## src/source/ndn_pkg.sv

```systemverilog
`default_nettype none

package ndn_pkg;

    // Name prefix, bit 63 is the first name bit
    // Bits below the prefix length carry no meaning
    typedef logic [63:0] name_prefix_t;

    // Prefix length in bits, 0 to 63
    typedef logic [5:0] prefix_len_t;

    // Prefix and its length travel together
    // Used for data arrivals, lookups, PIT queries and results
    typedef struct packed {
        name_prefix_t prefix;
        prefix_len_t  len;
    } name_t;

    // One byte of data payload
    typedef logic [7:0] payload_byte_t;

endpackage

`default_nettype wire

```

## src/source/fib_pkg.sv

```systemverilog
`default_nettype none

package fib_pkg;

    // Hash bucket, one column of the valid-bit table
    // Hash rule:
    //   zero the prefix bits below the length (keep the top len bits)
    //   XOR-fold the 64 bits in 10-bit chunks, chunk 0 is prefix[9:0]
    //   the last chunk is prefix[63:60] with zeros above it
    //   XOR the length into bucket[5:0]
    typedef logic [9:0] bucket_t;

    // Table access, row is the prefix length
    typedef struct packed {
        logic                 we;
        ndn_pkg::prefix_len_t row;
        bucket_t              bucket;
    } table_req_t;

    // Longest-prefix-match outcome
    typedef struct packed {
        logic           hit;
        ndn_pkg::name_t name;
    } lookup_result_t;

endpackage

`default_nettype wire

```

## src/source/fib_learn.sv

```systemverilog
`default_nettype none
`timescale 1ns/1ps

module fib_learn (
    input  logic                clk,
    input  logic                rst,
    input  logic                data_valid,
    input  ndn_pkg::name_t      data_name,
    input  logic                hash_valid,
    input  fib_pkg::bucket_t    hash_bucket,
    output logic                hash_in_valid,
    output ndn_pkg::name_t      hash_in_name,
    output logic                req_valid,
    output fib_pkg::table_req_t req,
    input  logic                gnt
);

    // Row of the entry being learned
    ndn_pkg::prefix_len_t row_q;

    // Arrival goes straight into the hash unit
    assign hash_in_valid = data_valid;
    assign hash_in_name  = data_name;

    always_ff @(posedge clk) begin
        if (rst) begin
            req_valid <= 1'b0;
        end else if (hash_valid) begin
            req_valid <= 1'b1;
        end else if (gnt) begin
            // Write done this cycle
            req_valid <= 1'b0;
        end
    end

    always_ff @(posedge clk) begin
        if (data_valid) begin
            row_q <= data_name.len;
        end
        // Write request built from the returned bucket
        if (hash_valid) begin
            req.we     <= 1'b1;
            req.row    <= row_q;
            req.bucket <= hash_bucket;
        end
    end

endmodule

`default_nettype wire

```

## config.mk

```make
export PLATFORM = sky130hd
export DESIGN_NAME = fib_learn
export DESIGN_NICKNAME = d
export VERILOG_FILES = /design/src/source/ndn_pkg.sv /design/src/source/fib_pkg.sv /design/src/source/fib_learn.sv
export SDC_FILE = /design/constraint.sdc
export NUM_CORES = 1
export LEC_CHECK = 0
export CAP_MARGIN = 20
export CELL_PAD_IN_SITES_DETAIL_PLACEMENT = 1
export CELL_PAD_IN_SITES_GLOBAL_PLACEMENT = 1
export CORE_AREA = 2 2 67 69
export CTS_BUF_LIST = sky130_fd_sc_hd__clkbuf_4 sky130_fd_sc_hd__clkbuf_8
export DETAILED_ROUTE_END_ITERATION = 6
export DIE_AREA = 0 0 69 71
export DONT_BUFFER_PORTS = 1
export PLACE_DENSITY = 0.59
export SLEW_MARGIN = 20
export SYNTH_ARGS = -nofsm -noshare
export SYNTH_HDL_FRONTEND = slang
export SYNTH_SLANG_ARGS = --single-unit
```

## constraint.sdc

```tcl
create_clock -name clk -period 1.02 [get_ports clk]
set_clock_uncertainty 0.15 [all_clocks]
set_input_delay 0.051 -clock clk [delete_from_list [all_inputs] [get_ports clk]]
set_output_delay 0.051 -clock clk [all_outputs]
set_load 0.02 [all_outputs]
```

==> impl_results.rst <==
.. list-table::
   :header-rows: 1

   * - Metric
     - Value
   * - Run status
     - finished, violations left
   * - Violations in the final reports
     - hold timing
   * - Area of the multi-input gates
     - around 19 µm²
   * - Reg area
     - around 700 µm²
   * - Peak supply drop
     - 462 µV
   * - Share of the synthesized area in the top cell type
     - a little over half
   * - Leading cell type in the layout, fill and taps excluded
     - sky130_fd_sc_hd__dlygate4sd3_1
   * - Portion of the clock cycle consumed by the worst path in the final layout
     - 93.8%
   * - Boundary pin count
     - 174
   * - Post-synthesis area per instance
     - 12.6 µm²
   * - Beginning of the worst hold path
     - hash_valid
   * - Multiplexer area fraction after synthesis
     - 0%
   * - Post-cts resize count
     - 0
   * - Share of the core filled with cells in the final layout
     - between 30% and 40%
   * - Worst hold path endpoint
     - req[4]
   * - Final routed DRC violation total
     - 0
   * - Via count
     - around 660
   * - Number of optimization iterations in the first detailed-route pass
     - 4
   * - Total clock buffers created by CTS
     - 3
   * - Fraction of layout cells with a size suffix above 1
     - under 10%
   * - Clock root cell
     - sky130_fd_sc_hd__clkbuf_8
   * - Via count of the first global-routing pass
     - 773
   * - Routability-driven placement congestion ratio
     - around 0.70
   * - Final routed wirelength across all metal layers
     - about 3400 µm
   * - Critical path class
     - flop to output pin
   * - H-tree level count
     - 1
   * - Count of warnings emitted by yosys
     - 0
   * - Aggregate global routing overflow
     - 0
   * - Number of post-CTS setup repair buffers
     - 0
   * - Nets in the synthesized netlist
     - around 180
   * - Height of the die
     - ~71 µm
   * - Leakage power
     - 0.000614 µW
   * - Worst R2R Path Depth
     - 0
   * - Antenna violations before repair
     - 0
   * - Reported max-cap violation count
     - 0
   * - Area Growth Syn to Fin
     - 33.1%
   * - Overall fraction of global-route tracks in use
     - between 10% and 20%
   * - Dominant combinational cell family by area after synthesis
     - buffers and inverters
   * - Slack of the critical path
     - approximately 0.063 ns
   * - Worst setup SP type
     - flop
   * - Final Hold Viols
     - 23
   * - WP data required
     - just over 0.8 ns
   * - Port bufs
     - 0
   * - Number of DRC markers after the initial detailed-route iteration
     - 16
   * - Worst reg-to-reg setup slack
     - ~0.25 ns
   * - Diodes inserted
     - 0
   * - Arrival time of the worst setup path
     - 0.76 ns
   * - TritonCTS clock tree
     - built
   * - Simple logic cell fraction of the synthesized area
     - 0.503%
   * - Placed Area
     - 776 µm²
   * - Startpoint of the worst-slack reg-to-reg timing path
     - row_q[1]
   * - Path class of the lowest-slack min-delay path
     - input port to flop
   * - Clock network latency to the later pin of the worst-skew pair
     - ~0.25 ns
   * - Slew Viols, Final
     - 0
   * - Number of nets in the finished design
     - about 200
   * - Flip-flop and latch count after synthesis
     - 23
   * - Worst hold-check slack
     - -0.245 ns
   * - Post-DP HPWL
     - about 2300 µm
   * - Register area share after synthesis
     - a little over half
   * - Number of vias per cell after detailed routing
     - a little under 4
   * - Layout fillers
     - between 400 and 500
   * - Power density over the cells
     - roughly 1400 nW/µm²
   * - Floorplan row count
     - 24
   * - Min-Delay Path Depth
     - 0
   * - Adder and majority gate portion of the synthesized area
     - 0%
   * - Die area
     - about 4900 µm²
   * - Clock sink count
     - 23
   * - Final period demand of the worst path
     - 0.957 ns
   * - Power share of the clock group
     - around a quarter
   * - Share of power burned in combinational logic
     - between 20% and 30%
   * - Xor and xnor area share after synthesis
     - 0%
   * - Pre-CTS worst setup slack
     - about 0.25 ns
   * - First-pass GRT wire length
     - ~4700 µm
   * - Setup crit end kind
     - output pin
   * - RSZ-0062 raised after global routing
     - no
   * - Switch share
     - about 27%
   * - Antenna-violating nets left
     - 0
   * - Count of hold buffers inserted by post-cts repair
     - slightly above 80
   * - Endpoint of the most critical register-to-register path
     - req[11]
   * - Pin count of the biggest net entering global routing
     - 18
   * - Horizontal die dimension
     - 69 µm
   * - CTS clock-pin slew for the worst setup and hold paths
     - 0.07 ns
   * - Final-report setup violation count
     - 0
   * - Relative contribution of sequential cells to total power
     - around 54%
   * - Cell variety after synth
     - 7
   * - Gate count after technology mapping
     - 99
   * - Area of all placed cells without fillers
     - between 1500 and 2000 µm²
   * - Netlist area before placement
     - between 1000 and 1500 µm²
   * - Share of the synthesized area in compound gates (AO/OA/AOI/OAI)
     - 0.704%
   * - Placeable core region
     - ~4200 µm²
   * - Most frequent cells in the layout
     - sky130_fd_sc_hd__dlygate4sd3_1 (83), sky130_fd_sc_hd__edfxtp_1 (22), sky130_fd_sc_hd__clkbuf_8 (3)
   * - Synth area leaders
     - sky130_fd_sc_hd__edfxtp_1 (53%), sky130_fd_sc_hd__buf_4 (43%), sky130_fd_sc_hd__dfxtp_1 (1.6%)
   * - Setup tns final
     - 0 ns
   * - Cell-internal power
     - 1650 µW
   * - Maximum clock frequency
     - 1040 MHz
   * - Cell type with the highest aggregate area in the netlist
     - sky130_fd_sc_hd__edfxtp_1
   * - Post-placement cell count
     - 80
   * - Psw
     - slightly above 600 µW
   * - Initial standard-cell utilization of the core
     - slightly below 30%
   * - Post-route non-filler standard cell count
     - approximately 170
   * - Highest fanout seen on the critical path
     - 1
   * - Average wire per standard cell
     - just over 20 µm
   * - Maximum number of buffers from clock root to sink
     - 2
[flip-flops by register name, indices dropped and copies added (netlist names)]
| register | cells |
|---|---|
| req | 16 |
| req_valid | 1 |
| row_q | 6 |
[metrics by stage]
stage | power (µW) | hold WS (ns)
after floorplan | 1640 | -0.0366
after global placement | 1240 | -0.0479
after detailed placement | 1240 | -0.0479
after CTS | 2280 | -0.254
after global routing | 2350 | -0.267
final | 2250 | -0.245
[worst max path at each step]
stage	startpoint	end	cells past startpoint
3_5_place_dp	row_q[4]	req[14]	0
4_1_cts	req[15]	req[15]	0
5_1_grt	req_valid	req_valid	1
2_1_floorplan	req_valid	req_valid	2
3_3_place_gp	row_q[4]	req[14]	0
6_report	req[15]	req[15]	0
[cells by family after synthesis]
family	Yosys count
buffers and inverters	73
flip-flops	23
AO/OA/AOI/OAI	1
AND/OR/NAND/NOR	1
other	1
[per-layer routing]
layer  GRT usage, %  part of all wire [%]  routed length, µm  vias to the layer above
li1               -                     -                  -                      277
met1           10.4                    27                922                      305
met2           26.3                    61               2080                       78
met3           5.56                    12                401                        2
met4           3.27                  0.35                 12                        0
met5              0                     0                  0                        -
[synth_stat cells]
library cell,instances
sky130_fd_sc_hd__a21oi_2,1
sky130_fd_sc_hd__nand2b_1,1
sky130_fd_sc_hd__inv_1,1
sky130_fd_sc_hd__dfxtp_1,1
sky130_fd_sc_hd__edfxtp_1,22
sky130_fd_sc_hd__buf_4,72
sky130_fd_sc_hd__conb_1,1
[area by class of cell]
type	count	share of cell area, %
flip-flops and latches	23	41.1
clock buffers	4	2.95
repair buffers	84	50.6
inverters	1	0.227
multi-input cells	3	1.13
well taps	52	3.93
[power groups by stage]
stage | clock (µW) | sequential (µW) | combinational [µW]
after floorplan | 0 | 1220 | 417
after global placement | 0 | 1220 | 15.1
after detailed placement | 0 | 1230 | 15.5
after CTS | 584 | 1210 | 491
after global routing | 632 | 1210 | 510
final | 552 | 1200 | 494
No activity file was read; power rests on OpenSTA's default activity.
