--- src/source/ndn_pkg.sv ---
`default_nettype none

package ndn_pkg;

    // Name prefix, bit 63 is the first name bit
    // Bits below the prefix length carry no meaning
    typedef logic [63:0] name_prefix_t;

    // Prefix length in bits, 0 to 63
    typedef logic [5:0] prefix_len_t;

    // Prefix and its length travel together
    // Used for data arrivals, lookups, PIT queries and results
    typedef struct packed {
        name_prefix_t prefix;
        prefix_len_t  len;
    } name_t;

    // One byte of data payload
    typedef logic [7:0] payload_byte_t;

endpackage

`default_nettype wire

--- src/source/fib_pkg.sv ---
`default_nettype none

package fib_pkg;

    // Hash bucket, one column of the valid-bit table
    // Hash rule:
    //   zero the prefix bits below the length (keep the top len bits)
    //   XOR-fold the 64 bits in 10-bit chunks, chunk 0 is prefix[9:0]
    //   the last chunk is prefix[63:60] with zeros above it
    //   XOR the length into bucket[5:0]
    typedef logic [9:0] bucket_t;

    // Table access, row is the prefix length
    typedef struct packed {
        logic                 we;
        ndn_pkg::prefix_len_t row;
        bucket_t              bucket;
    } table_req_t;

    // Longest-prefix-match outcome
    typedef struct packed {
        logic           hit;
        ndn_pkg::name_t name;
    } lookup_result_t;

endpackage

`default_nettype wire

--- src/source/fib_table_arbiter.sv ---
`default_nettype none
`timescale 1ns/1ps

module fib_table_arbiter (
    input  logic                clk,
    input  logic                rst,
    input  logic                learn_req_valid,
    input  logic                lookup_req_valid,
    input  fib_pkg::table_req_t learn_req,
    input  fib_pkg::table_req_t lookup_req,
    output logic                learn_gnt,
    output logic                lookup_gnt,
    output logic                table_req_valid,
    output fib_pkg::table_req_t table_req
);

    // High when lookup wins the next tie
    logic lookup_first;

    always_comb begin
        learn_gnt  = learn_req_valid && (!lookup_req_valid || !lookup_first);
        lookup_gnt = lookup_req_valid && (!learn_req_valid || lookup_first);
        table_req_valid = learn_gnt || lookup_gnt;
        // Winner drives the table port
        if (lookup_gnt) begin
            table_req = lookup_req;
        end else begin
            table_req = learn_req;
        end
    end

    // Turn passes to the engine not served last
    always_ff @(posedge clk) begin
        if (rst) begin
            lookup_first <= 1'b0;
        end else if (learn_gnt) begin
            lookup_first <= 1'b1;
        end else if (lookup_gnt) begin
            lookup_first <= 1'b0;
        end
    end

endmodule

`default_nettype wire

--- config.mk ---
export PLATFORM = sky130hd
export DESIGN_NAME = fib_table_arbiter
export DESIGN_NICKNAME = d
export VERILOG_FILES = /design/src/source/ndn_pkg.sv /design/src/source/fib_pkg.sv /design/src/source/fib_table_arbiter.sv
export SDC_FILE = /design/constraint.sdc
export NUM_CORES = 1
export LEC_CHECK = 0
export BUFFER_PORTS_ARGS = -buffer_cell sky130_fd_sc_hd__buf_2
export CORE_MARGIN = 4
export CORE_UTILIZATION = 22
export CTS_BUF_LIST = sky130_fd_sc_hd__clkbuf_16
export DETAILED_ROUTE_END_ITERATION = 12
export PLACE_DENSITY_LB_ADDON = 0.05
export SLEW_MARGIN = 20
export SYNTH_ARGS = -nofsm -noshare
export SYNTH_HDL_FRONTEND = slang
export SYNTH_SLANG_ARGS = --single-unit
--- constraint.sdc ---
create_clock -name clk -period 1.25 [get_ports clk]
set_input_delay 0.125 -clock clk [delete_from_list [all_inputs] [get_ports clk]]
set_output_delay 0.125 -clock clk [all_outputs]
set_load 0.05 [all_outputs]
==> results of run 1 <==
[layer usage]
metal	share of wire, %	wire (µm)
met3	25	337
met1	33	440
met4	0	0
met5	0	0
met2	42	564
[synth_stat cells]
library cell  instances  share of area, %
mux2_4                9                43
nor2_1                1               1.2
inv_2                 1               1.2
inv_1                 1               1.2
a211oi_1              1               2.4
or2_2                 1               2.0
a21oi_1               1               1.6
dfxtp_1               1               6.4
mux2_2                8                29
buf_12                1               6.4
o21ai_4               1               5.2
[report_power, final]
group	internal (mW)	switching, mW	total (mW)
combinational	0.230	0.284	0.514
clock	0	0	0
sequential	0.0358	0.00247	0.0383
[layout make-up]
type	instances	area [µm²]
fillers	110	544
multi-input cells	22	268
well taps	15	18.8
flip-flops and latches	1	21.3
inverters	2	7.51
repair buffers	62	458
[worst reg2reg max path, cell delays in order, from the launching register on]
cell,delay (ns)
dfxtp_2,0.31
buf_4,0.13
buf_4,0.13
a211oi_1,0.18
[path summary, 6_finish.rpt]
check / startpoint / end / slack [ns] / cells past startpoint
max reg2reg: lookup_first$_SDFFE_PP0P_ / lookup_first$_SDFFE_PP0P_ / 0.41 / 3
max: lookup_first$_SDFFE_PP0P_ / table_req[5] / -0.02 / 4
min: rst / lookup_first$_SDFFE_PP0P_ / 0.29 / 2
min reg2reg: lookup_first$_SDFFE_PP0P_ / lookup_first$_SDFFE_PP0P_ / 0.63 / 3
[metrics by stage]
stage               total power [mW]  hold slack, ns  util, %  setup WS, ns  TNS, ns
floorplan                      0.349           0.196        -       -0.0163   -0.146
global placement               0.473           0.288     49.5       -0.0484   -0.734
detailed placement             0.472           0.287     49.5       -0.0502   -0.746
CTS                            0.543           0.287     57.5       -0.0158   -0.104
global route                   0.573           0.295     58.7       -0.0464   -0.426
finish                         0.552           0.285     58.7       -0.0186  -0.0786
[cells by family after synthesis]
logic type,synth area share (%)
AO/OA/AOI/OAI,9.24
multiplexers,72.3
flip-flops,6.43
AND/OR/NAND/NOR,3.21
buffers and inverters,8.83
[repair_timing]
action                                  4_1_cts  5_1_grt
resized for setup                            34        2
buffers inserted                              0        1
endpoints found under the setup margin       17       17
==> impl_metrics.ini, run 1 <==
[global_routing]
track_usage_pct = 12.0
grtUsageMet2_pct = 24.2
first_global_vias = 468
grt-ovfl-total = 0
antenna_found_initial = 0
busiest_layer = met2
grtUsageMet3_pct = 3.56
grt_max_degree = 11
grt_pass1_wl_mm = 1.88
use_met1_pct = 12.4

[sta]
maxSlewViolCount = 0
final-hold-violation-count = 0
fin_skew_ns = 0
setup_violations = 8
tightestPinTransition_ns = 0.249
fin_ws_ns = -0.0186
slew_headroom_pct = 83.5
max_freq_ghz = 0.788
min_period_over_period_pct = 101
rsz0062_at_grt = yes
min_period_ns = 1.27

[finish]
diodes = 0
area_growth_pct = 148
final_area_um2 = 773
largest-register = lookup_first
finalNetCount = 127
final_cell_mix = buf_2, buf_6, mux2_4, mux2_2, buf_4
largest_reg_flops = 1
drive_gt1_share_pct = 95.4
stdcell_count = 102
layout_commonest_cell = buf_2
reg.largest.list = lookup_first x1

[place]
gp_congestion = 0.680
placed_cell_area_um2 = 652
port_buffers = 57
dp.cells = 101
dp_hpwl_mm = 1.04

[yosys]
yosysSeqAreaShare_pct = 6.43
ys_types = 11
ys_seq_elements = 1
syn-num-nets = 64
synth_area_um2 = 312
yosysWarnings = 0
avgSynthCellArea_um2 = 12.0
synthCells = 26

[worst_setup_path]
critical_path_class = register to output pin
slowest_stage = mux2_2
cp-end-kind = output pin
max_stage_delay_ns = 0.34
path_cells = o21ai_4, buf_12, mux2_2, buf_6
crit_buf_inv = 2
required_ns = 1.12
cp.arrival_ns = 1.14
cp_max_fo = 8
start_kind = register
critical-path-top-delay-family = multiplexers

[route]
routed_via_density = 4.55
via_count = 464
wl_mm = 1.34
wl_per_cell_um = 13.2
drc = 0
first_pass_iters = 2
drt.antenna.violating_nets = 0
drt_iter0_drc = 3

[power]
p_leak_nw = 0.442
vdd_drop_max_mv = 0.395
powerDensity_nw_per_um2 = 714

[cts]
hold_buffers = 0
insertion_delay_ns = 0
clk_pin_slew_worst_paths_ns = 0

[floorplanning]
fp.dieH_um = 45.6
die_w_um = 45.6
num_rows = 13
ios = 58
coreArea_um2 = 1320
die_area_um2 = 2080
start_util_pct = 23.6

[job]
drv_cap = 0

[worst_hold_path]
hp-class = input pin to register

[status]
status = finished with violations
violations = setup timing
Note: power is estimated with default switching activity, not from simulation.
==> run 2: changes to the inputs <==
--- a/config.mk
+++ b/config.mk
@@ -9,7 +9,9 @@
 export CORE_MARGIN = 4
 export CORE_UTILIZATION = 22
 export CTS_BUF_LIST = sky130_fd_sc_hd__clkbuf_16
+export CTS_CLUSTER_DIAMETER = 200
 export DETAILED_ROUTE_END_ITERATION = 12
+export MAX_ROUTING_LAYER = met4
 export PLACE_DENSITY_LB_ADDON = 0.05
 export SLEW_MARGIN = 20
 export SYNTH_ARGS = -nofsm -noshare
==> run 2 against run 1 <==
The flow still finishes with violations (setup timing); worst setup slack better by 0.0011 ns; via count is 0.43% lower; fmax hardly changed; die area stayed put; critical path type unchanged; sequential share of layout area stayed put; highest routed layer unchanged; register-to-register slack hardly changed; total power hardly changed.
==> impl_metrics.ini, run 2 (same netlist as run 1, synthesis figures left out) <==
[floorplanning]
fp.dieH_um = 45.6
ios = 58
coreArea_um2 = 1320
die_w_um = 45.6
num_rows = 13
die_area_um2 = 2080
start_util_pct = 23.6

[sta]
final-hold-violation-count = 0
fin_ws_ns = -0.0174
rsz0062_at_grt = yes
min_period_ns = 1.27
slew_headroom_pct = 83.5
maxSlewViolCount = 0
tightestPinTransition_ns = 0.249
min_period_over_period_pct = 101
fin_skew_ns = 0
max_freq_ghz = 0.789
setup_violations = 8

[worst_setup_path]
r2r_slack_ns = 0.41
cp_max_fo = 8
critical_path_class = register to output pin
crit_buf_inv = 2
r2r_end = lookup_first$_SDFFE_PP0P_
start_kind = register
cp.arrival_ns = 1.14
path_cells = o21ai_4, buf_12, mux2_2, buf_6
critPathLaunch = lookup_first$_SDFFE_PP0P_
cp_num_cells = 4
required_ns = 1.12
slowest_stage = mux2_2
timing.rr.start = lookup_first$_SDFFE_PP0P_
max_stage_delay_ns = 0.34
cp-end-kind = output pin
reg2reg_depth = 3
critical-path-top-delay-family = multiplexers

[job]
drv_cap = 0

[place]
port_buffers = 57
placed_cell_area_um2 = 652
dp_hpwl_mm = 1.04
gp_congestion = 0.687

[power]
p_int_mw = 0.266
p_leak_nw = 0.442
pwr-share-seq_pct = 6.9
pwr-share-comb_pct = 93.1
clockPowerShare_pct = 0
sw_frac_of_total_pct = 51.9
vdd_drop_max_mv = 0.395
finalPower_mw = 0.552
power.switching_mw = 0.286
powerDensity_nw_per_um2 = 714

[finish]
reg.largest.list = lookup_first x1
largest-register = lookup_first
largest_reg_flops = 1
layout_commonest_cell = buf_2
final_cell_mix = buf_2, buf_6, mux2_4, mux2_2, buf_4
diodes = 0
num-fill-cells = 110
area_growth_pct = 148
final_area_um2 = 773
multi_input_area_um2 = 268
finalNetCount = 127
drive_gt1_share_pct = 95.4
layout.area.seq_um2 = 21.3

[global_routing]
grtUsageMet2_pct = 24.2
grtUsageMet3_pct = 2.37
use_met1_pct = 13.1
track_usage_pct = 12.3
busiest_layer = met2
grt_pass1_wl_mm = 1.88
grt-ovfl-total = 0
first_global_vias = 468
grt_max_degree = 11
antenna_found_initial = 0

[route]
drc = 0
drt.antenna.violating_nets = 0
first_pass_iters = 3
drt_iter0_drc = 3
wl_mm = 1.35
via_count = 462
routed_via_density = 4.53
wl_per_cell_um = 13.2

[status]
status = finished with violations
violations = setup timing

[cts]
insertion_delay_ns = 0
hold_buffers = 0
clk_pin_slew_worst_paths_ns = 0

[worst_hold_path]
hp-class = input pin to register
whs_path_depth = 2
hp-start = rst
min_to = lookup_first$_SDFFE_PP0P_
[run 2: cell counts in the layout (fill, tap and decap cells not counted)]
No cell type changed its count.
[run 2: repair_timing]
action | CTS | global route
cloned | 0 | 0
buffers inserted | 0 | 1
pin swaps | 0 | 0
setup endpoints to repair | 17 | 17
gates resized for setup | 34 | 2
[run 2: how the worst max path moves through the flow]
stage	endpoint	slack, ns
after detailed placement	table_req[15]	-0.05
after floorplan	table_req[10]	-0.02
final	table_req[5]	-0.02
after global routing	table_req[5]	-0.05
after global placement	table_req[16]	-0.05
after CTS	table_req[15]	-0.02
[run 2: worst register-to-register path, stage by stage (launching register included)]
cell	delay [ns]
dfxtp_2	0.31
buf_4	0.13
buf_4	0.13
a211oi_1	0.18
[run 2: power groups by stage]
| stage | Combinational, mW | Sequential (mW) | Clock (mW) |
|---|---|---|---|
| 2_1_floorplan | 0.310 | 0.0391 | 0 |
| 3_3_place_gp | 0.434 | 0.0382 | 0 |
| 3_5_place_dp | 0.434 | 0.0383 | 0 |
| 4_1_cts | 0.504 | 0.0384 | 0 |
| 5_1_grt | 0.534 | 0.0384 | 0 |
| 6_report | 0.514 | 0.0383 | 0 |
[run 2: layout make-up]
| class | count | share of cell area (%) |
|---|---|---|
| flip-flops and latches | 1 | 2.75 |
| inverters | 2 | 0.971 |
| repair buffers | 62 | 59.2 |
| multi-input cells | 22 | 34.6 |
| well taps | 15 | 2.43 |
[run 2: metrics by stage]
step | instances | hold WS [ns] | worst slack, ns | TNS, ns | util, %
floorplan | 26 | 0.196 | -0.0163 | -0.146 | -
global placement | 101 | 0.288 | -0.0484 | -0.734 | 49.5
detailed placement | 101 | 0.287 | -0.0502 | -0.746 | 49.5
CTS | 101 | 0.287 | -0.0158 | -0.104 | 57.5
global route | 102 | 0.295 | -0.0464 | -0.425 | 58.7
finish | 102 | 0.286 | -0.0174 | -0.0762 | 58.7
[run 2: per-layer routing]
layer / vias to the layer above / part of all wire, %
met3: 0 / 24
met2: 56 / 42
met5: - / 0
met4: 0 / 0
li1: 220 / -
met1: 186 / 34
