--- config.mk ---
export PLATFORM = sky130hd
export DESIGN_NAME = data_forwarder
export DESIGN_NICKNAME = d
export VERILOG_FILES = /design/src/source/ndn_pkg.sv /design/src/source/data_forwarder.sv
export SDC_FILE = /design/constraint.sdc
export NUM_CORES = 1
export LEC_CHECK = 0
export BUFFER_PORTS_ARGS = -buffer_cell sky130_fd_sc_hd__buf_2
export CAP_MARGIN = 20
export CELL_PAD_IN_SITES_DETAIL_PLACEMENT = 0
export CELL_PAD_IN_SITES_GLOBAL_PLACEMENT = 1
export CORE_UTILIZATION = 38
export DETAILED_ROUTE_END_ITERATION = 10
export PLACE_DENSITY = 0.83
export SLEW_MARGIN = 20
export SYNTH_ARGS = -nofsm -noshare
export SYNTH_HDL_FRONTEND = slang
export SYNTH_SLANG_ARGS = --single-unit
--- constraint.sdc ---
create_clock -name clk -period 10 [get_ports clk]
set_clock_uncertainty 0.05 [all_clocks]
set_input_delay 0.5 -clock clk [delete_from_list [all_inputs] [get_ports clk]]
set_output_delay 0.5 -clock clk [all_outputs]
set_load 0.05 [all_outputs]
--- src/source/ndn_pkg.sv ---
`default_nettype none

package ndn_pkg;

    // Name prefix, bit 63 is the first name bit
    // Bits below the prefix length carry no meaning
    typedef logic [63:0] name_prefix_t;

    // Prefix length in bits, 0 to 63
    typedef logic [5:0] prefix_len_t;

    // Prefix and its length travel together
    // Used for data arrivals, lookups, PIT queries and results
    typedef struct packed {
        name_prefix_t prefix;
        prefix_len_t  len;
    } name_t;

    // One byte of data payload
    typedef logic [7:0] payload_byte_t;

endpackage

`default_nettype wire

--- src/source/data_forwarder.sv ---
`default_nettype none
`timescale 1ns/1ps

module data_forwarder #(
    parameter int payload_len = 1024
) (
    input  logic                  clk,
    input  logic                  rst,
    input  logic                  data_valid,
    input  ndn_pkg::name_t        data_name,
    input  logic                  data_byte_valid,
    input  ndn_pkg::payload_byte_t data_byte,
    output logic                  pit_query_valid,
    output ndn_pkg::name_t        pit_query_name,
    input  logic                  pit_reply_valid,
    input  logic                  pit_accept,
    output logic                  pit_byte_valid,
    output ndn_pkg::payload_byte_t pit_byte
);

    localparam int cnt_w = $clog2(payload_len + 1);

    typedef enum logic [1:0] {s_idle, s_wait, s_pass} state_t;

    state_t           state;
    // PIT verdict for the current packet
    logic             accept_q;
    logic [cnt_w-1:0] byte_cnt;

    always_ff @(posedge clk) begin
        if (rst) begin
            state           <= s_idle;
            pit_query_valid <= 1'b0;
            pit_byte_valid  <= 1'b0;
            accept_q        <= 1'b0;
            byte_cnt        <= '0;
        end else begin
            pit_query_valid <= 1'b0;
            pit_byte_valid  <= 1'b0;
            case (state)
                s_idle: begin
                    // Ask the PIT whether this data was requested
                    if (data_valid) begin
                        pit_query_valid <= 1'b1;
                        state           <= s_wait;
                    end
                end
                s_wait: begin
                    // No limit on the PIT answer time
                    if (pit_reply_valid) begin
                        accept_q <= pit_accept;
                        byte_cnt <= '0;
                        state    <= s_pass;
                    end
                end
                s_pass: begin
                    if (data_byte_valid) begin
                        // Rejected bytes are counted but dropped
                        pit_byte_valid <= accept_q;
                        byte_cnt       <= byte_cnt + 1'b1;
                        if (byte_cnt == cnt_w'(payload_len - 1)) begin
                            state <= s_idle;
                        end
                    end
                end
                default: state <= s_idle;
            endcase
        end
    end

    always_ff @(posedge clk) begin
        if (state == s_idle && data_valid) begin
            pit_query_name <= data_name;
        end
        if (data_byte_valid) begin
            pit_byte <= data_byte;
        end
    end

endmodule

`default_nettype wire

==> results.md, run 1 <==
* Period Utilization, post-route at 0.187
* Crit. End Element: flip-flop
* Top FF cell, synth: edfxtp_1
* Layout cell share with drive strength beyond 1 at 0.571
* Setup Viol. Count Final at 0
* Clock buffer depth at 2
* Worst IR Drop VDD at 0.0000756 V
* Synth area leaders: edfxtp_1, dfxtp_1, xnor2_1, a2111oi_4, nor2_1
* MaxCap Viol Count at 0
* Worst Setup SP: state[0]
* RSZ-0062 raised after global routing: false
* WP data required at 9.93 ns
* Starting density of the core at 0.400
* Post-CTS setup buffers at 0
* Initial antenna violation count at 0
* I/O pins at 164
* Library cells used by synthesis at 29
* Mapped Cells at 157
* Worst path max stage delay at 0.65 ns
* Slew margin rel. at 0.410
* CTS tree: yes
* Status: complete, no violations
* Ant diodes at 0
* Post_cts resized at 0
* Pwr per Cell Area at 195 nW/um^2
* CP Cell Sequence: nand2b_1 > nor2_4 > buf_4
* Final WL at 6870 um
* Total number of vias at 1977
* DRC at 0
* Most numerous cell in the Yosys netlist: edfxtp_1
* Clock Tree Root: clkbuf_8
* Worst min-delay path category: input port to flip-flop
* First-pass GRT wire length at 10100 um
* Largest net degree at the start of global routing at 71
* F_max at 0.534 GHz
* Crit. path cell count at 3
* Critical Path Fanout Max at 70
* DP Area at 4090 sq um
* Max-slew violations at 0
* Clock transition at path regs at 0.10 ns
* Die H at 93.1 um
* Lkg Pwr at 1.77 nW
* FF-to-FF path depth at 3
* Later-pin clock latency in the skew report at 0.35 ns
* Buffers on Ports at 163
* Number of synthesis warnings at 0
* Router iterations before antenna repair at 4
* Synth Net Count at 242
* Vias per inst at 4.54
* Drt wl/cell at 15.8 um
* Async S/R FF share, synth at 0
* Worst slew pin tran at 0.885 ns
* Grt total ovfl at 0
* Nets at 413
* H-tree Lvls at 3
* Area grow syn2layout at 35.6%
* Post-synth EDFFs at 78
* Post-synth top area cell: edfxtp_1
* Synth cell count leaders: edfxtp_1, dfxtp_1, nor2_1, xnor2_1, nand3_1
* Final Hold Viols at 0
* Total GRT Usage at 0.159
* Fin Setup TNS at 0 ns
* Worst Path Arrival at 1.80 ns
* CP top delay family: buffers and inverters
* Seq cells post-synth at 94
* Part of the Yosys area used for sequential elements at 0.844
* Vias in the first global route at 1867
* Total CTS buffers at 9
* Crit path kind: flip-flop to flip-flop
* Core Box Area at 7890 sq um
* Std cell rows at 32
* Final Critical Period at 1.87 ns
* Clk sinks at 94
* Initial DRC count at 79
* Antenna Nets Post-Route at 0
* Critical Path Slowest Stage Cell: buf_4
* Crit path launch type: flip-flop
* Hold Buf Count CTS at 0
* FF-to-FF Start: state[0]
* Post-DP HPWL at 5170 um
* Die Area at 8670 sq um
* Chip Width at 93.1 um
* Yosys top cell area share at 0.743
* Syn Area/Cell at 20.1 sq um
* Global placer's final weighted congestion at 0.756
* Mapped Area at 3150 sq um
* Cell area after layout at 4270 sq um
* Hold path start: data_name[17]
* Buf+Inv Stages, Crit Path at 1
* Worst Hold Path Cells at 1
[worst register-to-register path, cell delays in order, from the launching register on]
cell and delay [ns]:
dfxtp_1 0.39, nand2b_1 0.24, nor2_4 0.10, buf_4 0.65
[layout by cell type (no fill, tap or decap)]
| master | netlist | routed |
|---|---|---|
| buf_2 | 0 | 163 |
| edfxtp_1 | 78 | 78 |
| dfxtp_1 | 16 | 16 |
| nor2_1 | 12 | 11 |
| clkbuf_8 | 0 | 9 |
| xnor2_1 | 8 | 8 |
| nand3_1 | 5 | 5 |
| a21oi_1 | 4 | 4 |
| nand2b_1 | 3 | 3 |
| a211oi_2 | 3 | 3 |
| nand2_1 | 3 | 3 |
| inv_8 | 0 | 3 |
| nand3b_4 | 2 | 2 |
| inv_1 | 2 | 2 |
| a2111oi_4 | 2 | 2 |
| a211oi_1 | 2 | 2 |
| clkinv_4 | 0 | 2 |
| nor2_4 | 0 | 1 |
| nand4_1 | 1 | 1 |
| nand4_4 | 1 | 1 |
| nand3_2 | 1 | 1 |
| nor2b_1 | 1 | 1 |
| xor2_1 | 1 | 1 |
| nor4b_1 | 1 | 1 |
| a31oi_1 | 1 | 1 |
| nor3_1 | 1 | 1 |
| nor3b_1 | 1 | 1 |
| or3b_1 | 1 | 1 |
| o31ai_1 | 1 | 1 |
| mux2i_1 | 1 | 1 |
| ha_1 | 1 | 1 |
| clkinv_2 | 0 | 1 |
| inv_6 | 0 | 1 |
| buf_4 | 1 | 1 |
[logic make-up (layout without fill, tap and decap cells)]
kind of cell / count (synthesis) / in the layout / synth area share
AO/OA/AOI/OAI: 13 / 13 / 0.0448
XOR/XNOR: 9 / 9 / 0.0250
adder cells (fa/ha/maj): 1 / 1 / 0.00397
buffers and inverters: 6 / 182 / 0.0107
flip-flops: 94 / 94 / 0.844
multiplexers: 1 / 1 / 0.00317
AND/OR/NAND/NOR: 33 / 33 / 0.0679
[per-stage QoR]
step	std cells	utilization	power, mW	setup slack (ns)	hold WS, ns
after floorplan	157	-	0.565	5.94	0.405
after global placement	419	0.518	0.603	8.08	0.423
after detailed placement	419	0.518	0.606	8.04	0.429
after CTS	435	0.542	0.842	8.13	0.242
after global routing	435	0.542	0.867	8.03	0.224
final	435	0.542	0.832	8.13	0.263
[sequential cells by signal, summed over array words and instances (netlist names)]
register and flops:
accept_q 1, byte_cnt 11, pit_byte 8, pit_byte_valid 1, pit_query_name 70, pit_query_valid 1, state 2
[routing by layer]
layer	part of all wire	routed length, um	GRT usage
met5	0	0	0
met4	0.0058	40	0.0462
met3	0.093	640	0.0618
met2	0.49	3380	0.254
met1	0.41	2810	0.201
[report_power, final]
part / internal, mW / leakage, nW / switching, mW / total [mW]
logic: 0.0286 / 0.789 / 0.108 / 0.136
clock network: 0.0969 / 0.0995 / 0.139 / 0.236
registers: 0.453 / 0.878 / 0.00608 / 0.459
[path summary, 6_finish.rpt]
path | slack, ns | endpoint
worst min-delay path | 0.26 | pit_query_name[17]
worst max-delay path | 8.13 | pit_query_name[8]
worst max register to register | 8.13 | pit_query_name[8]
worst min register to register | 0.45 | accept_q
[cell type report]
cell class	count	area (sq um)
fillers	655	3610
clock buffers	9	124
clock inverters	7	65.1
repair buffers	164	823
multi-input cells	57	464
well taps	102	128
inverters	2	7.51
flip-flops and latches	94	2660
No activity file was read; power rests on OpenSTA's default activity.
==> inputs of run 2 (changes only) <==
--- a/config.mk
+++ b/config.mk
@@ -9,9 +9,9 @@
 export CAP_MARGIN = 20
 export CELL_PAD_IN_SITES_DETAIL_PLACEMENT = 0
 export CELL_PAD_IN_SITES_GLOBAL_PLACEMENT = 1
-export CORE_UTILIZATION = 38
+export CORE_UTILIZATION = 32
 export DETAILED_ROUTE_END_ITERATION = 10
-export PLACE_DENSITY = 0.83
+export PLACE_DENSITY = 0.74
 export SLEW_MARGIN = 20
 export SYNTH_ARGS = -nofsm -noshare
 export SYNTH_HDL_FRONTEND = slang
==> constraint.sdc (replaced) <==
create_clock -name clk -period 1.7 [get_ports clk]
set_clock_uncertainty 0.05 [all_clocks]
set_input_delay 0.085 -clock clk [delete_from_list [all_inputs] [get_ports clk]]
set_output_delay 0.085 -clock clk [all_outputs]
set_load 0.05 [all_outputs]
==> results.md, run 2 (synthesized netlist as in run 1, its figures left out) <==
* Status: complete, no violations
* Largest registers: pit_query_name x70, byte_cnt x11, pit_byte x8
* Starting density of the core at 0.336
* Net Sw Power at 1.53 mW
* Initial antenna violation count at 0
* Vias per inst at 4.25
* Most frequent cells in the layout: buf_2, dlygate4sd3_1, edfxtp_1, dfxtp_1, nor2_1
* Max-slew violations at 0
* First-pass GRT wire length at 11900 um
* Net Sw Frac at 0.301
* Critical Path Slowest Stage Cell: dfxtp_1
* Slew margin rel. at 0.759
* Clock Tree Root: clkbuf_8
* Worst Path Arrival at 1.74 ns
* Largest net degree at the start of global routing at 37
* Final Hold Viols at 0
* Clock transition at path regs at 0.10 ns
* Area grow syn2layout at 64.6%
* DP Area at 4180 sq um
* WP data required at 1.89 ns
* Buf+Inv Stages, Crit Path at 0
* P_int at 3.54 mW
* Global placer's final weighted congestion at 0.768
* Router iterations before antenna repair at 4
* Final Core Density at 0.554
* Max reg flops at 70
* H-tree Lvls at 3
* CTS tree: yes
* F_max at 0.645 GHz
* Buffers on Ports at 163
* Worst min-delay path category: input port to flip-flop
* Critical Path Fanout Max at 13
* Lkg Pwr at 2.13 nW
* Crit path kind: flip-flop to flip-flop
* Clock buffer depth at 2
* Combinational power share at 0.194
* Layout cell share with drive strength beyond 1 at 0.463
* Drt wl/cell at 14.9 um
* Crit. End Element: flip-flop
* Final Critical Period at 1.55 ns
* Largest reg by FF count: pit_query_name
* I/O pins at 164
* Most common cell after layout, fill and taps aside: buf_2
* Setup Viol. Count Final at 0
* FILL cells at 784
* RSZ-0062 raised after global routing: false
* Total number of vias at 2331
* Antenna Nets Post-Route at 0
* Pwr per Cell Area at 976 nW/um^2
* Die Area at 10300 sq um
* Crit path launch type: flip-flop
* Final WL at 8180 um
* Post-DP HPWL at 5070 um
* Worst hold slack at 0.137 ns
* Total GRT Usage at 0.155
* Clk sinks at 94
* Cell Count Post-Placement at 449
* Chip Width at 101 um
* Std cell rows at 35
* CP Cell Sequence: nand3b_4 > a2111oi_4 > xnor2_1 > nor2_1
* MaxCap Viol Count at 0
* Initial DRC count at 71
* Ant diodes at 0
* Layout Cells excl Fill at 548
* Nets at 499
* Clock group share of total power at 0.271
* Seq pwr share at 0.534
* Vias in the first global route at 2338
* Worst path max stage delay at 0.53 ns
* Worst slew pin tran at 0.362 ns
* Grt total ovfl at 0
* Die H at 101 um
* Worst IR Drop VDD at 0.000351 V
* Later-pin clock latency in the skew report at 0.35 ns
* Total CTS buffers at 9
* Cell area after layout at 5190 sq um
* Multi-input gate area at 472 sq um
* CP top delay family: flip-flops
* Post_cts resized at 0
* DRC at 0
* Period Utilization, post-route at 0.911
* Core Box Area at 9370 sq um
* FF/Latch Area at 2660 sq um
-- run 2: area by class of cell --
type / count / share of cell area
clock buffer: 10 / 0.0246
clock inverter: 6 / 0.0106
inverter: 2 / 0.00145
multi-input combinational: 57 / 0.0909
sequential: 94 / 0.513
tap: 129 / 0.0311
timing repair buffer: 250 / 0.328
-- run 2: final timing paths --
check	startpoint	depth (start not counted)	slack [ns]	end
setup / recovery	state[1]	4	0.15	byte_cnt[9]
setup reg to reg	state[1]	4	0.15	byte_cnt[9]
hold reg to reg	accept_q	1	0.44	pit_byte_valid
hold / removal	pit_reply_valid	3	0.14	state[1]
-- run 2: worst min-delay path, cell delays in order --
cell and delay, ns:
buf_2 0.13, nand3b_4 0.19, a21oi_1 0.09
-- run 2: through the flow --
stage / total power [mW] / setup TNS (ns) / setup slack, ns
after floorplan: 3.32 / -21.41 / -0.306
after global placement: 3.57 / 0 / 0.205
after detailed placement: 3.58 / 0 / 0.152
after CTS: 5.11 / 0 / 0.141
after global routing: 5.26 / 0 / 0.0317
final: 5.06 / 0 / 0.151
-- run 2: layer usage --
metal / vias to the layer above / track usage / wire length, um
li1: 1110 / - / -
met1: 1098 / 0.170 / 3150
met2: 109 / 0.283 / 4210
met3: 14 / 0.0462 / 682
met4: 0 / 0.0569 / 138
met5: - / 0 / 0
-- run 2: power by group through the flow --
stage               registers (mW)  logic (mW)  clock network, mW
floorplan                     3.24      0.0821                  0
global placement              2.75       0.823                  0
detailed placement            2.75       0.830                  0
CTS                           2.70       0.984               1.42
global route                  2.72        1.03               1.51
finish                        2.70       0.984               1.37
-- run 2: timing repair --
item | CTS | global route
buffers inserted | 0 | 0
endpoints found under the hold margin | 86 | 0
hold buffers | 83 | 0
