==> src/source/ndn_pkg.sv <==
`default_nettype none

package ndn_pkg;

    // Name prefix, bit 63 is the first name bit
    // Bits below the prefix length carry no meaning
    typedef logic [63:0] name_prefix_t;

    // Prefix length in bits, 0 to 63
    typedef logic [5:0] prefix_len_t;

    // Prefix and its length travel together
    // Used for data arrivals, lookups, PIT queries and results
    typedef struct packed {
        name_prefix_t prefix;
        prefix_len_t  len;
    } name_t;

    // One byte of data payload
    typedef logic [7:0] payload_byte_t;

endpackage

`default_nettype wire

==> src/source/fib_pkg.sv <==
`default_nettype none

package fib_pkg;

    // Hash bucket, one column of the valid-bit table
    // Hash rule:
    //   zero the prefix bits below the length (keep the top len bits)
    //   XOR-fold the 64 bits in 10-bit chunks, chunk 0 is prefix[9:0]
    //   the last chunk is prefix[63:60] with zeros above it
    //   XOR the length into bucket[5:0]
    typedef logic [9:0] bucket_t;

    // Table access, row is the prefix length
    typedef struct packed {
        logic                 we;
        ndn_pkg::prefix_len_t row;
        bucket_t              bucket;
    } table_req_t;

    // Longest-prefix-match outcome
    typedef struct packed {
        logic           hit;
        ndn_pkg::name_t name;
    } lookup_result_t;

endpackage

`default_nettype wire

==> src/source/prefix_hash.sv <==
`default_nettype none
`timescale 1ns/1ps

module prefix_hash (
    input  logic             clk,
    input  logic             rst,
    input  logic             in_valid,
    input  ndn_pkg::name_t   in_name,
    output logic             out_valid,
    output fib_pkg::bucket_t bucket
);

    ndn_pkg::name_prefix_t keep_mask;
    logic [69:0]           padded;
    fib_pkg::bucket_t      folded;

    always_comb begin
        // Only the top len bits take part in the hash
        keep_mask = ~({64{1'b1}} >> in_name.len);
        // Pad to seven full chunks
        padded = {6'b0, in_name.prefix & keep_mask};
        folded = '0;
        for (int i = 0; i < 7; i++) begin
            folded = folded ^ padded[i*10 +: 10];
        end
        // Length goes into the low bits
        folded[5:0] = folded[5:0] ^ in_name.len;
    end

    always_ff @(posedge clk) begin
        if (rst) begin
            out_valid <= 1'b0;
        end else begin
            out_valid <= in_valid;
        end
        bucket <= folded;
    end

endmodule

`default_nettype wire
==> config.mk <==
export PLATFORM = sky130hd
export DESIGN_NAME = prefix_hash
export DESIGN_NICKNAME = d
export VERILOG_FILES = /design/src/source/ndn_pkg.sv /design/src/source/fib_pkg.sv /design/src/source/prefix_hash.sv
export SDC_FILE = /design/constraint.sdc
export NUM_CORES = 1
export LEC_CHECK = 0
export ABC_AREA = 1
export BUFFER_PORTS_ARGS = -buffer_cell sky130_fd_sc_hd__buf_4
export CORE_MARGIN = 8
export CORE_UTILIZATION = 45
export DETAILED_ROUTE_END_ITERATION = 10
export PLACE_DENSITY = 0.77
export SETUP_SLACK_MARGIN = 0.05
export SLEW_MARGIN = 20
export SYNTH_ARGS = -nofsm -noshare
export SYNTH_HDL_FRONTEND = slang
export SYNTH_SLANG_ARGS = --single-unit
==> constraint.sdc <==
create_clock -name clk -period 3.9 [get_ports clk]
set_clock_uncertainty 0.2 [all_clocks]
set_input_delay 0.585 -clock clk [delete_from_list [all_inputs] [get_ports clk]]
set_output_delay 0.585 -clock clk [all_outputs]
set_load 0.02 [all_outputs]
==> run_results.csv, run 1 <==
group,metric,value,unit
outcome,status,"complete, no violations",
final_layout,drive_gt1_frac,0.249,
die,die_w,80.1,microns
placement,hpwlAfterDp,5110,microns
clocking,clock-sinks,11,
routing,routed-wl-met2,2830,microns
final_layout,areaGrowthSynthToFinish,34.6,%
routing,first_pass_iters,8,
routing,wl_met3,616,microns
sta,setup_violations,0,
sta,hold_viol,0,
routing,routedWlPerCell,13.2,microns
setup_path,end_kind,"flip-flop",
synth,synth_edf_count,0,
synth,synth_area_leaders,"nand2_1 26%, nand3_1 14%, dfxtp_1 12%, inv_1 7.5%, xor2_1 5.7%",
setup_path,cp-startpoint,"in_name[5]",
sta,slew_viol_final,0,
final_layout,n_fill_cell,382,
power_and_ir_drop,peakVddDrop,0.000136,V
hold_path,hold_path_class,"input port to flip-flop",
synth,synth_cell_types,32,
sta,rsz0062_at_grt,"no",
routing,drc,0,
synth,yosysMostFrequentCell,"nand2_1",
synth,synth-main-ff-cell,"dfxtp_1",
sta,tns,0,ns
clocking,post_cts_buffers,0,
synth,ys_ff_latch,11,
clocking,htree_levels,1,
clocking,clk_pin_slew,0.06,ns
global_route,grt.overflow.total,0,
hold_path,holdCritStartpoint,"rst",
setup_path,crit_type,"input port to flip-flop",
routing,antenna_left,0,
placement,io_buffers,82,
synth,syn_area,1850,sq um
setup_path,worst-path-max-fanout,46,
synth,async_flop_share,0,
synth,synth.top_cell.area_share,0.256,
sta,fmax,468,MHz
global_route,first_global_vias,2253,
routing,top_layer,"met4",
die,coreArea,3970,sq um
global_route,grt_max_degree,47,
die,fp.dieH,80.1,microns
sta,slew_headroom,0.695,
synth,synthTopCellsByCount,"126 x nand2_1, 50 x nand3_1, 37 x inv_1",
routing,drtIter0Drc,210,
setup_path,crit_path_start_kind,"input port",
routing,drt-met1-wl,2620,microns
sta,worstMarginPinSlew,0.457,ns
clocking,hold_buffers,0,
clocking,cts_resized,0,
routing,viasPerCell,5.10,
sta,min_period,2.14,ns
die,num_rows,23,
flow_run,drv_cap,0,
global_route,grt_pass1_wl,10200,microns
sta,finalCritPeriodShare,0.548,
die,ios,84,
final_layout,nets,488,
clocking,root_buffer,"clkbuf_8",
setup_path,arrival,2.13,ns
power_and_ir_drop,powerDensity,233,nW/um^2
synth,yosysSeqAreaShare,0.119,
clocking,cts_buffer_depth,2,
synth,synthCells,338,
clocking,cts_tree,"built",
die,start_util,0.466,
setup_path,critPathRequiredTime,3.89,ns
synth,syn-num-nets,411,
final_layout,diodes,0,
die,dieArea,6420,sq um
global_route,antenna_found_initial,0,
placement,gp_congestion,0.943,
routing,wirelength,6140,microns
synth,yosysWarnings,0,
synth,avgSynthCellArea,5.47,sq um
synth,yosysTopAreaCell,"nand2_1",
clocking,cts_buffers,3,
routing,via_count,2368,
power_and_ir_drop,p_leak,1.40,nW
global_route,grt_use_total,0.193,
power_and_ir_drop,power.total,0.000581,W
## metal layers
layer / track usage / vias up
met5: 0 / -
met4: 0.0564 / 0
met3: 0.0435 / 4
met2: 0.317 / 107
met1: 0.244 / 1025
li1: - / 1232
## cell families after synthesis
group / synth area share
AO/OA/AOI/OAI: 0.0974
buffers and inverters: 0.135
XOR/XNOR: 0.104
AND/OR/NAND/NOR: 0.545
flip-flops: 0.119
## cell usage in the layout (no fill, tap or decap), types with 3 or more instances in the layout
master / count
nand2_1: 126
buf_4: 82
nand3_1: 50
inv_1: 37
nor2_1: 17
o21ai_0: 17
xor2_1: 12
dfxtp_1: 11
xnor2_1: 8
o21ai_1: 7
nand4_1: 7
inv_2: 4
nand2_2: 4
nand3b_1: 4
a21oi_1: 3
clkbuf_8: 3
## state kept, by name (all words and copies together) (netlist names)
register and cells:
bucket 10, out_valid 1
## area by class of cell
class / instances / area (sq um) / share of cell area
clock buffer: 4 / 45.0 / 0.0181
inverter: 43 / 166 / 0.0668
multi-input combinational: 274 / 1380 / 0.554
sequential: 11 / 220 / 0.0884
tap: 50 / 62.6 / 0.0251
timing repair buffer: 82 / 616 / 0.247
## critical path, stage by stage
cell and delay [ns]:
buf_4 0.38, nand2_2 0.15, nor2_1 0.25, nand3_1 0.14, xor2_1 0.32, xor2_1 0.18, nand2_1 0.06, nand2_1 0.06
## path summary, 6_finish.rpt
path,end,slack (ns),cells after the start
setup / recovery,bucket[5]$_DFF_P_,1.76,8
hold / removal,out_valid$_SDFF_PP0_,0.29,2
## metrics by stage
step / hold slack (ns) / cell area [sq um] / utilization / setup WS (ns) / instances
3_5_place_dp: 0.542 / 2440 / 0.616 / 1.53 / 460
5_1_grt: 0.293 / 2490 / 0.627 / 1.62 / 464
4_1_cts: 0.288 / 2490 / 0.627 / 1.77 / 464
6_report: 0.289 / 2490 / 0.627 / 1.76 / 464
3_3_place_gp: 0.540 / 2440 / 0.616 / 1.54 / 460
2_1_floorplan: 0.456 / 1850 / - / 2.03 / 338
## where the power goes
part           internal [W]  switching [W]
Combinational      0.000140       0.000175
Clock             0.0000721      0.0000524
Sequential         0.000136     0.00000592
Note: power is estimated with default switching activity, not from simulation.
==> run 2: changes to the inputs <==
CORE_UTILIZATION = 43   (was 45)
clock period = 1.7 ns   (was 3.9 ns; I/O delays follow)
==> run 2 against run 1 <==
Net effect: critical path depth is the same; die area is 3.7% higher; combinational power rose by 140%; setup slack got worse by 1.6 ns; critical endpoint unchanged; non-clock buffer count is 20 higher; largest power group unchanged; via count up 2.9%; hold slack lost 0.27 ns; sequential power rose by 130%; highest routed layer unchanged; global-route usage grew 0.069 points; cell count up 4.7%; largest cell class unchanged.
==> run_results.csv, run 2 (synthesis gave the netlist of run 1 again) <==
group,metric,value,unit
outcome,status,"complete, no violations",
sta,fmax,667,MHz
clocking,cts_buffers,3,
setup_path,arrival,1.49,ns
sta,rsz0062_at_grt,"no",
die,num_rows,24,
final_layout,multiInputGateArea,1390,sq um
setup_path,cp_slowest_stage_delay,0.31,ns
clocking,cts_buffer_depth,2,
global_route,first_global_vias,2500,
routing,routedWlPerCell,12.9,microns
final_layout,regArea,220,sq um
placement,hpwlAfterDp,5280,microns
hold_path,hold_depth,3,
hold_path,holdPathEnd,"out_valid$_SDFF_PP0_",
sta,tns,0,ns
routing,viasPerCell,5.01,
global_route,antenna_found_initial,0,
final_layout,largest-register,"bucket",
global_route,grt_pass1_wl,10500,microns
setup_path,cp_slowest_cell,"xor2_1",
final_layout,largest_reg_flops,10,
sta,min_period,1.50,ns
setup_path,crit_path_start_kind,"input port",
routing,wirelength,6250,microns
routing,antenna_left,0,
setup_path,critPathRequiredTime,1.69,ns
hold_path,hold_path_class,"input port to flip-flop",
final_layout,layout_commonest_cell,"nand2_1",
routing,first_pass_iters,4,
global_route,grt_use_total,0.194,
routing,drtIter0Drc,140,
setup_path,path_delay_family,"XOR/XNOR gates",
sta,slew_viol_final,0,
routing,drc,0,
die,dieArea,6660,sq um
power_and_ir_drop,powerDensity,518,nW/um^2
final_layout,reg_top3,"bucket x10, out_valid x1",
flow_run,drv_cap,0,
sta,setup_violations,0,
clocking,root_buffer,"clkbuf_8",
setup_path,end_kind,"flip-flop",
die,ios,84,
global_route,grt_max_degree,30,
sta,finalCritPeriodShare,0.882,
routing,via_count,2436,
clocking,clk_pin_slew,0.06,ns
clocking,clock-sinks,11,
placement,gp_congestion,0.902,
sta,worstMarginPinSlew,0.337,ns
clocking,htree_levels,1,
clocking,post_cts_buffers,0,
final_layout,stdcell_area,2660,sq um
clocking,cts_tree,"built",
final_layout,areaGrowthSynthToFinish,44.0,%
setup_path,crit_chain,"buf_4, inv_4, nor2_1, nand3_1, xor2_1, xor2_1, nand2_1, nand2_1",
placement,place_area,2600,sq um
sta,slew_headroom,0.773,
final_layout,diodes,0,
final_layout,nets,508,
sta,hold_viol,0,
final_layout,drive_gt1_frac,0.281,
final_layout,n_fill_cell,431,
placement,io_buffers,82,
global_route,grt.overflow.total,0,
die,fp.dieH,81.6,microns
setup_path,crit_buf_inv,2,
final_layout,postLayoutCoreUtil,0.629,
die,die_w,81.6,microns
setup_path,crit_type,"input port to flip-flop",
setup_path,worst-path-max-fanout,9,
power_and_ir_drop,peakVddDrop,0.000235,V
setup_path,worst-path-stages,8,
hold_path,holdCritStartpoint,"in_valid",
die,coreArea,4230,sq um
die,start_util,0.437,
power_and_ir_drop,p_leak,1.50,nW
final_layout,final_cell_mix,"126 x nand2_1, 100 x buf_4, 50 x nand3_1",
[run 2: cell type report]
type                       count  area share
multi-input combinational    274       0.520
timing repair buffer         102       0.293
sequential                    11      0.0827
inverter                      43      0.0625
tap                           52      0.0244
clock buffer                   4      0.0169
[run 2: stage by stage]
| stage | hold WS (ns) | std cells | power, W | worst slack (ns) |
|---|---|---|---|---|
| after floorplan | 0.126 | 338 | 0.000782 | 0.158 |
| after global placement | 0.211 | 481 | 0.00107 | -0.0183 |
| after detailed placement | 0.216 | 481 | 0.00109 | -0.0361 |
| after CTS | 0.0176 | 486 | 0.00138 | 0.214 |
| after global routing | 0.0332 | 486 | 0.00148 | 0.0781 |
| final | 0.0162 | 486 | 0.00138 | 0.201 |
[run 2: power by group]
part | switching, W | internal, W
registers | 0.0000131 | 0.000312
clock network | 0.000123 | 0.000166
logic | 0.000410 | 0.000354
[run 2: how the worst max path moves through the flow]
| stage | start | to |
|---|---|---|
| 2_1_floorplan | in_name[2] | bucket[5]$_DFF_P_ |
| 3_3_place_gp | in_name[3] | bucket[5]$_DFF_P_ |
| 3_5_place_dp | in_name[3] | bucket[5]$_DFF_P_ |
| 4_1_cts | in_name[3] | bucket[5]$_DFF_P_ |
| 5_1_grt | in_name[3] | bucket[5]$_DFF_P_ |
| 6_report | in_name[3] | bucket[5]$_DFF_P_ |
[run 2: per-layer routing]
layer / vias up / share of wire / wire length [microns] / global-route usage
met1: 1060 / 0.43 / 2690 / 0.232
met5: - / 0 / 0 / 0
met2: 96 / 0.47 / 2920 / 0.344
met4: 0 / 0.013 / 80 / 0.0649
met3: 8 / 0.088 / 550 / 0.0284
li1: 1272 / - / - / -
[run 2: timing repair]
action | CTS | global route
setup endpoints to repair | 0 | 2
resized for setup | 0 | 2
endpoints found under the hold margin | 1 | 0
hold buffers | 1 | 0
==> run 3: changes to the inputs <==
PLACE_DENSITY = 0.82   (was 0.77)
==> run 3 against run 2 <==
Net effect: total power fell by 0.30%; hold slack got worse by 0.0027 ns; sequential share of layout area hardly changed; sequential power about the same; maximum frequency is 0.91% higher; setup slack improved by 0.014 ns; clock power is essentially flat; utilization decreased by 0.35 points; via count decreased by 0.12%; critical path type unchanged; critical endpoint is now bucket[8]$_DFF_P_; largest cell class unchanged.
==> run_results.csv, run 3 (synthesis gave the netlist of run 1 again) <==
group,metric,value,unit
setup_path,crit_chain,"buf_4, nor2_2, nand2_1, o21ai_1, xor2_1, inv_1, nand2_1, nand2_1, nand2_1, nand2_1",
routing,antenna_left,0,
setup_path,worst-path-max-fanout,8,
die,ios,84,
die,fp.dieH,81.6,microns
setup_path,cp_slowest_stage_delay,0.23,ns
hold_path,hold_depth,3,
setup_path,crit_type,"input port to flip-flop",
global_route,grt_pass1_wl,10600,microns
sta,setup_violations,0,
routing,via_count,2433,
global_route,antenna_found_initial,0,
global_route,grt.overflow.total,0,
sta,slew_headroom,0.764,
final_layout,largest-register,"bucket",
setup_path,crit_path_start_kind,"input port",
routing,first_pass_iters,4,
placement,gp_congestion,0.938,
clocking,clk_pin_slew,0.06,ns
global_route,met3_usage,0.0427,
power_and_ir_drop,peakVddDrop,0.000244,V
global_route,grt_max_degree,30,
sta,fmax,673,MHz
global_route,met1_usage,0.235,
die,coreArea,4230,sq um
final_layout,reg_top3,"bucket x10, out_valid x1",
setup_path,path_delay_family,"simple AND/OR/NAND/NOR gates",
die,start_util,0.437,
sta,hold_viol,0,
clocking,cts_tree,"built",
final_layout,nets,506,
die,die_w,81.6,microns
power_and_ir_drop,power.total,0.00137,W
global_route,grt-busiest-layer,"met2",
sta,finalCritPeriodShare,0.874,
placement,hpwlAfterDp,5220,microns
setup_path,end_kind,"flip-flop",
setup_path,crit_buf_inv,2,
routing,routedWlPerCell,12.9,microns
final_layout,largest_reg_flops,10,
global_route,first_global_vias,2475,
final_layout,diodes,0,
clocking,clock-sinks,11,
hold_path,hold_path_class,"input port to flip-flop",
global_route,grt_use_total,0.196,
setup_path,cp_common_cell,"nand2_1",
clocking,cts_buffer_depth,2,
die,num_rows,24,
power_and_ir_drop,powerDensity,519,nW/um^2
hold_path,holdCritStartpoint,"in_valid",
routing,viasPerCell,5.03,
final_layout,layout_commonest_cell,"nand2_1",
routing,wirelength,6240,microns
placement,io_buffers,82,
setup_path,arrival,1.43,ns
flow_run,drv_cap,0,
power_and_ir_drop,p_leak,1.49,nW
setup_path,cp_slowest_cell,"xor2_1",
sta,slew_viol_final,0,
clocking,htree_levels,1,
clocking,root_buffer,"clkbuf_8",
final_layout,areaGrowthSynthToFinish,43.2,%
die,dieArea,6660,sq um
sta,min_period,1.49,ns
setup_path,critPathRequiredTime,1.65,ns
final_layout,stdcell_area,2650,sq um
routing,drc,0,
outcome,status,"complete, no violations",
placement,place_area,2590,sq um
sta,rsz0062_at_grt,"no",
sta,worstMarginPinSlew,0.351,ns
clocking,cts_buffers,3,
routing,drtIter0Drc,141,
hold_path,holdPathEnd,"out_valid$_SDFF_PP0_",
global_route,use_met2,0.333,
final_layout,drive_gt1_frac,0.280,
final_layout,final_cell_mix,"126 x nand2_1, 98 x buf_4, 50 x nand3_1",
run 3: cell types whose count changed in the layout (fill, tap and decap cells not counted), sizes merged:
cell	change
buf	-2
run 3: routing by layer:
metal,vias up,part of all wire
met5,-,0
met4,0,0.018
li1,1271,-
met2,91,0.47
met3,10,0.10
met1,1061,0.42
run 3: worst max-delay path by stage:
stage / from / to / slack, ns / cells past startpoint
2_1_floorplan: in_name[2] / bucket[5]$_DFF_P_ / 0.16 / 8
3_5_place_dp: in_name[3] / bucket[5]$_DFF_P_ / -0.05 / 8
6_report: in_name[4] / bucket[8]$_DFF_P_ / 0.21 / 10
3_3_place_gp: in_name[3] / bucket[5]$_DFF_P_ / -0.01 / 8
4_1_cts: in_name[1] / bucket[9]$_DFF_P_ / 0.22 / 10
5_1_grt: in_name[3] / bucket[7]$_DFF_P_ / 0.08 / 11
run 3: stage by stage:
stage	setup WS, ns	setup TNS (ns)	util	std cells	hold slack, ns
2_1_floorplan	0.158	0	-	338	0.126
5_1_grt	0.0845	0	0.625	484	0.0555
6_report	0.214	0	0.625	484	0.0135
3_3_place_gp	-0.0128	-0.0171	0.611	479	0.213
3_5_place_dp	-0.0457	-0.208	0.611	479	0.215
4_1_cts	0.216	0	0.624	484	0.0153
run 3: power breakdown:
part / internal, W / switching [W] / total [W]
sequential: 0.000312 / 0.0000128 / 0.000325
clock: 0.000166 / 0.000121 / 0.000287
combinational: 0.000351 / 0.000411 / 0.000762
run 3: final cells by class:
| cell class | instances | area (sq um) |
|---|---|---|
| Fill cell | 419 | 1590 |
| Multi-Input combinational cell | 274 | 1390 |
| Timing Repair Buffer | 100 | 766 |
| Sequential cell | 11 | 220 |
| Inverter | 43 | 166 |
| Tap cell | 52 | 65.1 |
| Clock buffer | 4 | 45.0 |
run 3: repair_timing:
item / in CTS / in global routing
endpoints found under the setup margin: 0 / 4
gates resized for setup: 0 / 3
endpoints found under the hold margin: 1 / 0
setup buffers: 0 / 0
hold buffers: 1 / 0
